## src/hdl/ioMap_defs.svh

```systemverilog
`ifndef ioMapDefs
`define ioMapDefs

//////////////////////////////////////////////////////////////////////
// IO register map
//////////////////////////////////////////////////////////////////////

// Full byte addresses at the top of the address space
`define ioSegAddr   32'hFFFF_FC00
`define ioLedAddr   32'hFFFF_FC04
`define ioBlinkAddr 32'hFFFF_FC08
`define ioAAddr     32'hFFFF_FC10
`define ioBAddr     32'hFFFF_FC14
`define ioTestAddr  32'hFFFF_FC18

//////////////////////////////////////////////////////////////////////
// Sizes and timing
//////////////////////////////////////////////////////////////////////

// Display words held in the segment queue
`define ioQueueDepth 32

// Cycles each display word stays on the segments
// Board build sets this to one second of clocks
`define ioDwellCycles 8

// Data memory size in 32-bit words
`define memDepthWords 256

`endif

```

## src/hdl/ioPkg.sv

```systemverilog
package ioPkg;

  // Address, store data and read result
  typedef logic [31:0] dataWord;

  // Segment and LED patterns
  typedef logic [23:0] dispWord;

  // Index into the display queue
  typedef logic [4:0] queuePtr;

  // Switch input and captured A/B values
  typedef logic [7:0] switchByte;

  // Test input bits
  typedef logic [2:0] testBits;

endpackage

```

## src/hdl/segQueue.sv

```systemverilog
`timescale 1ns/1ps

`include "ioMap_defs.svh"

module segQueue
  import ioPkg::*;
(
  input  logic    clk,
  input  logic    rst,
  input  logic    push,
  input  dispWord pushWord,
  output dispWord segOut
);

  localparam int countBits = $clog2(`ioQueueDepth) + 1;

  dispWord slots [`ioQueueDepth];

  queuePtr              head;
  queuePtr              tail;
  logic [countBits-1:0] count;
  dataWord              dwell;
  logic                 showing;

  logic                 full;
  logic                 accept;
  logic                 pop;
  queuePtr              nextHead;
  logic [countBits-1:0] remain;

  //////////////////////////////////////////////////////////////////////
  // Queue bookkeeping
  //////////////////////////////////////////////////////////////////////

  assign full   = (count == countBits'(`ioQueueDepth));
  // Full queue drops the new word so shown order is kept
  assign accept = push && !full;

  // Head word has used up its dwell time
  assign pop      = showing && (dwell == '0);
  assign nextHead = pop ? head + queuePtr'(1) : head;
  assign remain   = pop ? count - countBits'(1) : count;

  always_ff @(posedge clk) begin
    if (accept) begin
      slots[tail] <= pushWord;
    end
  end

  //////////////////////////////////////////////////////////////////////
  // Dwell timer and segment register
  //////////////////////////////////////////////////////////////////////

  always_ff @(posedge clk) begin
    if (rst) begin
      head    <= '0;
      tail    <= '0;
      count   <= '0;
      dwell   <= '0;
      showing <= 1'b0;
      segOut  <= '0;
    end else begin
      head  <= nextHead;
      count <= remain + countBits'(accept);
      if (accept) begin
        tail <= tail + queuePtr'(1);
      end

      if (!showing || pop) begin
        // Next word to the head, or blank when nothing is left
        if (remain != '0) begin
          segOut  <= slots[nextHead];
          dwell   <= dataWord'(`ioDwellCycles - 1);
          showing <= 1'b1;
        end else begin
          segOut  <= '0;
          showing <= 1'b0;
        end
      end else begin
        dwell <= dwell - dataWord'(1);
      end
    end
  end

endmodule

```

## src/hdl/blinkTimer.sv

```systemverilog
`timescale 1ns/1ps

module blinkTimer
  import ioPkg::*;
(
  input  logic    clk,
  input  logic    rst,
  input  logic    load,
  input  dataWord loadCount,
  output logic    blinkOut
);

  dataWord remaining;
  dataWord nextRemaining;

  // A new load restarts the count
  always_comb begin
    if (load) begin
      nextRemaining = loadCount;
    end else if (remaining != '0) begin
      nextRemaining = remaining - dataWord'(1);
    end else begin
      nextRemaining = remaining;
    end
  end

  always_ff @(posedge clk) begin
    if (rst) begin
      remaining <= '0;
      blinkOut  <= 1'b0;
    end else begin
      remaining <= nextRemaining;
      blinkOut  <= (nextRemaining != '0);
    end
  end

endmodule

```

## src/hdl/ioPort.sv

```systemverilog
`timescale 1ns/1ps

`include "ioMap_defs.svh"

module ioPort
  import ioPkg::*;
(
  input  logic      clk,
  input  logic      rst,
  input  dataWord   addr,
  input  dataWord   storeData,
  input  dataWord   memReadData,
  input  logic      ioRead,
  input  logic      ioWrite,
  input  switchByte switchIn,
  input  logic      enterA,
  input  logic      enterB,
  input  testBits   testIn,
  output dataWord   readResult,
  output dispWord   segOut,
  output dispWord   ledOut,
  output logic      blinkOut
);

  switchByte regA;
  switchByte regB;

  logic segPush;
  logic blinkLoad;
  logic ledLoad;

  //////////////////////////////////////////////////////////////////////
  // Store decode
  //////////////////////////////////////////////////////////////////////

  assign segPush   = ioWrite && (addr == `ioSegAddr);
  assign blinkLoad = ioWrite && (addr == `ioBlinkAddr);
  assign ledLoad   = ioWrite && (addr == `ioLedAddr);

  // Switch capture and LED register
  always_ff @(posedge clk) begin
    if (rst) begin
      regA   <= '0;
      regB   <= '0;
      ledOut <= '0;
    end else begin
      if (enterA) begin
        regA <= switchIn;
      end
      if (enterB) begin
        regB <= switchIn;
      end
      if (ledLoad) begin
        ledOut <= storeData[23:0];
      end
    end
  end

  //////////////////////////////////////////////////////////////////////
  // Load path
  //////////////////////////////////////////////////////////////////////

  // Non-IO addresses fall through to memory data
  always_comb begin
    readResult = memReadData;
    if (ioRead) begin
      case (addr)
        `ioAAddr:    readResult = dataWord'(regA);
        `ioBAddr:    readResult = dataWord'(regB);
        `ioTestAddr: readResult = dataWord'(testIn);
        default:     readResult = memReadData;
      endcase
    end
  end

  segQueue uSegQueue (
    .clk      (clk),
    .rst      (rst),
    .push     (segPush),
    .pushWord (storeData[23:0]),
    .segOut   (segOut)
  );

  blinkTimer uBlink (
    .clk       (clk),
    .rst       (rst),
    .load      (blinkLoad),
    .loadCount (storeData),
    .blinkOut  (blinkOut)
  );

endmodule

```

## config.mk

```make
export PLATFORM = sky130hd
export DESIGN_NAME = ioPort
export DESIGN_NICKNAME = d
export VERILOG_FILES = /design/src/hdl/ioPkg.sv /design/src/hdl/segQueue.sv /design/src/hdl/blinkTimer.sv /design/src/hdl/ioPort.sv
export VERILOG_INCLUDE_DIRS = /design/src /design/src/hdl
export SDC_FILE = /design/constraint.sdc
export NUM_CORES = 1
export LEC_CHECK = 0
export ABC_AREA = 1
export BUFFER_PORTS_ARGS = -buffer_cell sky130_fd_sc_hd__buf_2
export CORE_ASPECT_RATIO = 1.5
export CORE_MARGIN = 4
export CORE_UTILIZATION = 45
export DETAILED_ROUTE_END_ITERATION = 12
export PLACE_DENSITY = 0.67
export RECOVER_POWER = 100
export SKIP_LAST_GASP = 1
export SYNTH_ARGS = -nofsm -noshare
export SYNTH_HDL_FRONTEND = slang
export SYNTH_SLANG_ARGS = --single-unit
```

## constraint.sdc

```tcl
create_clock -name clk -period 5.3 [get_ports clk]
set_clock_uncertainty 0.05 [all_clocks]
set_input_delay 0.53 -clock clk [delete_from_list [all_inputs] [get_ports clk]]
set_output_delay 0.53 -clock clk [all_outputs]
set_load 0.005 [all_outputs]
```

==> impl_metrics.env, run 1 <==
export IMPL_yosysSeqAreaShare_pct=66.4
export IMPL_fin_crit_sh_pct=83.7
export IMPL_r2r_end="uSegQueue.slots[15][7]"
export IMPL_max_slew_margin_pct=-110
export IMPL_cts_setup_buffers=0
export IMPL_end_kind="register"
export IMPL_synth_edf_count=768
export IMPL_drive_above_1_share_pct=8.68
export IMPL_synth_main_ff_cell="edfxtp_1"
export IMPL_worstReg2RegStart="uSegQueue.count[0]"
export IMPL_drtIter0Drc=2757
export IMPL_worstSetupStartpointType="register"
export IMPL_postPlaceCellArea_um2=41300
export IMPL_grt_pass1_vias=28342
export IMPL_syn_inst=3718
export IMPL_grt_ovfl_total=0
export IMPL_die_h_um=369
export IMPL_fp_dieArea_um2=91900
export IMPL_whs_path_depth=3
export IMPL_clk_insertion_delay_late_ns=0.64
export IMPL_rsz0062_at_grt="no"
export IMPL_leakagePower_uw=0.0157
export IMPL_fin_crit_ns=4.43
export IMPL_dr_pass1_iters=8
export IMPL_peakVddDrop_mv=0.655
export IMPL_yosysWarnings=0
export IMPL_setup_tns_ns=0
export IMPL_placedCellCount=4863
export IMPL_portBuffers=193
export IMPL_crit_start="uSegQueue.count[0]"
export IMPL_max_clock_path_buffers=3
export IMPL_violations="capacitance limit, slew limit"
export IMPL_fin_hold_ws_ns=0.0801
export IMPL_finalSetupViolations=0
export IMPL_critPathCapture="uSegQueue.slots[15][7]"
export IMPL_ys_async_sr_fraction_pct=0
export IMPL_place_detailed_hpwl_mm=64.5
export IMPL_hold_class="in2reg"
export IMPL_finalWorstSetupSlack_ns=0.865
export IMPL_maxCapViolations=51
export IMPL_grt_pass1_wl_mm=167
export IMPL_wl_mm=110
export IMPL_crit_required_ns=5.44
export IMPL_clockRootBuffer="clkbuf_16"
export IMPL_design_area_um2=43600
export IMPL_grt_usage_pct=23.3
export IMPL_arrival_ns=4.58
export IMPL_ctsResizeCount=0
export IMPL_initial_core_util_pct=45.3
export IMPL_syn_to_final_growth_pct=11.4
export IMPL_via_per_inst=5.77
export IMPL_ys_seq_elements=914
export IMPL_antenna_found_initial=1
export IMPL_final_antenna_net_count=0
export IMPL_yosysUniqueCellTypes=45
export IMPL_fp_row_count=132
export IMPL_clock_sinks=914
export IMPL_synth_avg_cell_area_um2=10.5
export IMPL_reg2regPathDepth=7
export IMPL_cts_made_buffers=85
export IMPL_layout_nets=3937
export IMPL_worstMarginPinSlew_ns=3.15
export IMPL_gp_congestion=0.898
export IMPL_path_clk_slew_ns=0.06
export IMPL_drc=0
export IMPL_num_antenna_cells=0
export IMPL_status="complete, but fails checks"
export IMPL_timing_fmax_mhz=225
export IMPL_synth_nets=3844
export IMPL_htreeDepth=3
export IMPL_die_w_um=249
export IMPL_postCtsHoldBufs=0
export IMPL_reg2reg_slack_ns=0.87
export IMPL_vias=28943
export IMPL_grt_max_degree=192
export IMPL_fp_coreArea_um2=86400
export IMPL_cts_tree="yes"
export IMPL_power_density_cell_area_nw_per_um2=601
export IMPL_drv_slew=1525
export IMPL_stdcell_count=5020
export IMPL_synthesis_area_um2=39200
export IMPL_path_max_fanout=24
export IMPL_io_pins=194
export IMPL_critPathKind="reg2reg"
export IMPL_hold_viol=0
export IMPL_wl_per_cell_um=22.0
export IMPL_place_ws_ns=1.51
cell type report:
type	instances	area [um^2]
clock inverters	46	395
well taps	1139	1430
multi-input cells	2409	11600
inverters	153	577
flip-flops and latches	914	26000
clock buffers	111	2320
repair buffers	248	1330
fillers	7647	42800
kinds of logic (layout without fill, tap and decap cells):
logic type | count (synthesis) | after routing | share of synthesized area (%)
compound gates | 190 | 190 | 2.61
fa+ha+maj | 13 | 13 | 0.415
buf+inv | 395 | 558 | 4.36
simple gates | 2167 | 2167 | 25.3
xor+xnor | 39 | 39 | 0.911
flops | 914 | 914 | 66.4
state kept, by name, summed over array words and instances, names as in the netlist:
name               flops
uSegQueue.count        6
regA                   8
uSegQueue.slots      768
uSegQueue.dwell       32
uSegQueue.head         5
ledOut                24
uBlink.blinkOut        1
uSegQueue.showing      1
uSegQueue.tail         5
uSegQueue.segOut      24
regB                   8
uBlink.remaining      32
cell usage after synthesis, types with 2 or more instances:
library cell / count / area, um^2
nand3_1: 1184 / 5930
a31oi_1: 6 / 37.5
a21oi_1: 91 / 455
buf_1: 19 / 71.3
xnor2_1: 19 / 166
nor3b_1: 3 / 22.5
ha_1: 13 / 163
nor3_1: 21 / 105
nand4_1: 26 / 163
buf_6: 4 / 45.0
nand2_4: 2 / 22.5
nor2_1: 263 / 987
nand2_1: 625 / 2350
inv_2: 6 / 22.5
inv_1: 146 / 548
nor2_4: 2 / 22.5
nor2_2: 5 / 31.3
or2_2: 11 / 68.8
a211oi_1: 2 / 15.0
dfxtp_1: 146 / 2920
nor3_4: 2 / 32.5
nor2_8: 2 / 40.0
o21ai_0: 72 / 360
xor2_2: 2 / 32.5
o21a_1: 11 / 82.6
edfxtp_1: 768 / 23100
nor4_1: 5 / 31.3
buf_2: 128 / 641
buf_4: 9 / 67.6
a221oi_1: 3 / 26.3
nand2_2: 7 / 43.8
nor3_2: 4 / 40.0
clkbuf_1: 82 / 308
xor2_1: 18 / 158
stage by stage:
stage | utilization, % | total power (uW)
after global routing | 50.5 | 27900
after CTS | 50.9 | 26400
after detailed placement | 47.8 | 20400
final | 50.5 | 26200
after floorplan | - | 17000
after global placement | 47.8 | 20200
metal layers:
metal  wire length (um)  share of wire [%]  track usage (%)
met1              41900                 38             28.8
met3               7520                6.8             3.19
met2              56500                 51             40.9
met4               4360                4.0             10.2
met5                 13              0.012                0
worst max-delay path: stages, from the launching register on:
cell	delay (ns)
dfxtp_1	0.35
inv_1	0.09
ha_1	0.23
a41oi_1	0.24
nand4_1	0.35
inv_1	0.29
nand2_1	0.22
nor2_1	2.15
report_power, final:
part / internal [uW] / leakage [uW] / switching [uW] / total (uW)
Sequential: 8100 / 0.00809 / 288 / 8390
Combinational: 3500 / 0.00629 / 8290 / 11800
Clock: 3380 / 0.00133 / 2650 / 6030
Total: 15000 / 0.0157 / 11200 / 26200
worst min path at each step:
stage                     slack (ns)         from    endpoint
final                           0.08  switchIn[6]     regA[6]
after global placement          0.38    ledOut[1]   ledOut[1]
after detailed placement        0.39    ledOut[1]   ledOut[1]
after CTS                       0.04  switchIn[1]     regA[1]
after global routing            0.07  switchIn[3]     regB[3]
after floorplan                 0.39   ledOut[10]  ledOut[10]
cell usage in the layout (no fill, tap or decap), drive strengths merged, types with 5 or more instances in the layout:
cell type,count
a21oi,92
a31oi,6
buf,140
bufinv,6
clkbuf,219
clkinv,31
clkinvlp,5
dfxtp,146
edfxtp,768
ha,13
inv,157
nand2,634
nand3,1185
nand4,26
nor2,272
nor3,27
nor4,5
o21a,11
o21ai,74
or2,13
xnor2,19
xor2,20
Power figures use the tool's default switching activity.
==> run 2: changes to the inputs <==
- ABC_AREA: 1 -> 0
- PLACE_DENSITY: 0.67 -> 0.69
- clock period: 5.3 -> 3.8 ns (I/O delays scaled with it)
==> impl_metrics.env, run 2 <==
export IMPL_status="complete, but fails checks"
export IMPL_violations="capacitance limit, slew limit"
export IMPL_fin_util_pct=52.5
export IMPL_drive_above_1_share_pct=16.0
export IMPL_synthesis_area_um2=41700
export IMPL_worstMarginPinSlew_ns=2.83
export IMPL_final_antenna_net_count=0
export IMPL_critPathKind="reg2reg"
export IMPL_cts_tree="yes"
export IMPL_initial_core_util_pct=45.4
export IMPL_grt_pass1_wl_mm=189
export IMPL_post_synth_top_area_cell="edfxtp_1"
export IMPL_largest_registers="uSegQueue.slots (768), uBlink.remaining (32), uSegQueue.dwell (32)"
export IMPL_worstSetupStartpointType="register"
export IMPL_die_w_um=257
export IMPL_hold_viol=0
export IMPL_rsz0062_at_grt="yes"
export IMPL_path_clk_slew_ns=0.07
export IMPL_fp_coreArea_um2=91900
export IMPL_die_h_um=381
export IMPL_power_density_cell_area_nw_per_um2=733
export IMPL_yosysWarnings=0
export IMPL_fp_row_count=136
export IMPL_timing_fmax_mhz=265
export IMPL_drtIter0Drc=3030
export IMPL_hold_class="in2reg"
export IMPL_portBuffers=193
export IMPL_arrival_ns=4.31
export IMPL_fin_crit_sh_pct=99.5
export IMPL_grt_pass1_vias=30306
export IMPL_layout_cells_most_common_list="768 x edfxtp_1, 372 x mux2i_1, 197 x nor2_1"
export IMPL_yosysSeqAreaShare_pct=62.3
export IMPL_dr_pass1_iters=6
export IMPL_regMostFlops="uSegQueue.slots"
export IMPL_fin_crit_ns=3.78
export IMPL_yosysTopAreaCellShare_pct=55.3
export IMPL_clock_sinks=914
export IMPL_path_max_fanout=16
export IMPL_max_clock_path_buffers=3
export IMPL_peakVddDrop_mv=1.07
export IMPL_synth_nets=3380
export IMPL_crit_required_ns=4.33
export IMPL_finalSetupViolations=0
export IMPL_synth_avg_cell_area_um2=12.8
export IMPL_clk_insertion_delay_late_ns=0.68
export IMPL_power_switching_uw=13400
export IMPL_htreeDepth=3
export IMPL_ys_seq_elements=914
export IMPL_netlist_top_cells_count="768 x edfxtp_1, 374 x mux2i_1, 211 x nor2_1, 197 x nand2_1, 192 x clkbuf_1"
export IMPL_end_kind="register"
export IMPL_yosysUniqueCellTypes=76
export IMPL_io_pins=194
export IMPL_maxCapViolations=23
export IMPL_drv_slew=809
export IMPL_cts_made_buffers=80
export IMPL_leakagePower_uw=0.0153
export IMPL_p_seq_share_pct=33.1
export IMPL_syn_to_final_growth_pct=15.6
export IMPL_n_fill_cell=7728
export IMPL_synth_edf_count=768
export IMPL_wl_per_cell_um=27.1
export IMPL_layout_commonest_cell="edfxtp_1"
export IMPL_wl_mm=129
export IMPL_internal_power_uw=21900
export IMPL_fp_dieArea_um2=97800
export IMPL_synth_most_common_cell="edfxtp_1"
export IMPL_via_per_inst=6.38
export IMPL_pwr_share_comb_pct=43.0
export IMPL_grt_usage_pct=25.5
export IMPL_ys_async_sr_fraction_pct=0
export IMPL_layout_nets=3649
export IMPL_p_sw_share_pct=38.0
export IMPL_drc=0
export IMPL_synth_main_ff_cell="edfxtp_1"
export IMPL_largest_reg_flops=768
export IMPL_fin_hold_ws_ns=0.0818
export IMPL_gp_congestion=0.916
export IMPL_antenna_found_initial=7
export IMPL_clockRootBuffer="clkbuf_16"
export IMPL_vias=30376
export IMPL_place_detailed_hpwl_mm=82.1
export IMPL_clkPwrFrac_pct=23.9
export IMPL_syn_inst=3254
export IMPL_max_slew_margin_pct=-88.5
export IMPL_grt_ovfl_total=0
export IMPL_yosys_top_cells_area="edfxtp_1 55%, mux2i_1 9.0%, dfxtp_1 7.0%"
export IMPL_grt_max_degree=104
-- run 2: changes by cell type after synthesis, sizes merged, moves of 53 or more --
cell	previous run	this run
o211ai	1	74
mux2i	0	374
buf	160	59
inv	152	15
mux4	0	54
clkbuf	82	192
nand2	634	198
o22ai	0	53
a21oi	92	153
nand3	1185	179
nor2	272	212
-- run 2: final cells by class --
type	count	area [um^2]	area share, %
multi-input combinational	2075	15000	31.1
clock buffer	103	2150	4.46
antenna	2	5.00	0.0104
sequential	914	26000	53.9
timing repair buffer	437	3020	6.26
tap	1173	1470	3.04
inverter	15	57.6	0.119
clock inverter	44	523	1.08
-- run 2: cells by family (layout without fill, tap and decap cells) --
kind of cell | count (synthesis) | in the layout | synth area share (%)
compound gates | 668 | 668 | 11.0
buf+inv | 266 | 599 | 2.57
other cells | 0 | 2 | 0
fa+ha+maj | 13 | 13 | 0.390
simple gates | 923 | 924 | 11.0
mux | 433 | 433 | 12.0
flops | 914 | 914 | 62.3
xor+xnor | 37 | 37 | 0.777
-- run 2: timing repair --
item | CTS | global route
pin swaps | 3 | 5
hold buffers | 15 | 0
cloned | 1 | 2
endpoints found under the hold margin | 23 | 0
setup endpoints to repair | 17 | 23
setup buffers | 1 | 5
resized for setup | 24 | 10
-- run 2: worst max-delay path, stage by stage, from the launching register on --
cell and delay, ns:
dfxtp_1 0.32, inv_1 0.09, ha_1 0.16, or4b_2 0.67, or4_4 0.56, o31a_1 0.36, nor2_4 0.29, buf_12 0.21
buf_4 0.16, o21ai_1 0.09, nor3_1 0.32, nor3_2 0.14, o31ai_1 0.24
-- run 2: worst paths after layout --
kind,slack [ns],end,depth (start not counted),startpoint
setup / recovery,0.02,uSegQueue.segOut[21],12,uSegQueue.dwell[1]
hold / removal,0.08,uBlink.remaining[24],4,storeData[24]
setup reg to reg,0.02,uSegQueue.segOut[21],12,uSegQueue.dwell[1]
hold reg to reg,0.40,ledOut[20],2,ledOut[20]
-- run 2: through the flow --
stage	total power (uW)	setup WS (ns)	TNS [ns]	cells	instance area, um^2
2_1_floorplan	21100	-0.257	-106.57	3254	41800
3_3_place_gp	26500	-0.415	-2.25	4590	45900
3_5_place_dp	26700	-0.493	-2.69	4590	45900
4_1_cts	35200	0.0131	0	4754	48800
5_1_grt	36900	-0.0440	-0.0847	4761	48200
6_report	35400	0.0201	0	4763	48200
-- run 2: power groups by stage --
stage | Sequential, uW | Clock, uW | Combinational (uW)
global route | 11700 | 8960 | 16200
finish | 11700 | 8460 | 15200
floorplan | 11700 | 0 | 9360
detailed placement | 11900 | 0 | 14800
global placement | 11900 | 0 | 14600
CTS | 11700 | 8560 | 15000
-- run 2: layer usage --
| layer | vias to the layer above | share of wire, % | GRT usage [%] |
|---|---|---|---|
| met2 | 1567 | 50 | 44.8 |
| met3 | 333 | 7.2 | 3.81 |
| met4 | 0 | 6.8 | 15.5 |
| met5 | - | 0 | 0 |
| met1 | 15138 | 36 | 29.3 |
| li1 | 13338 | - | - |
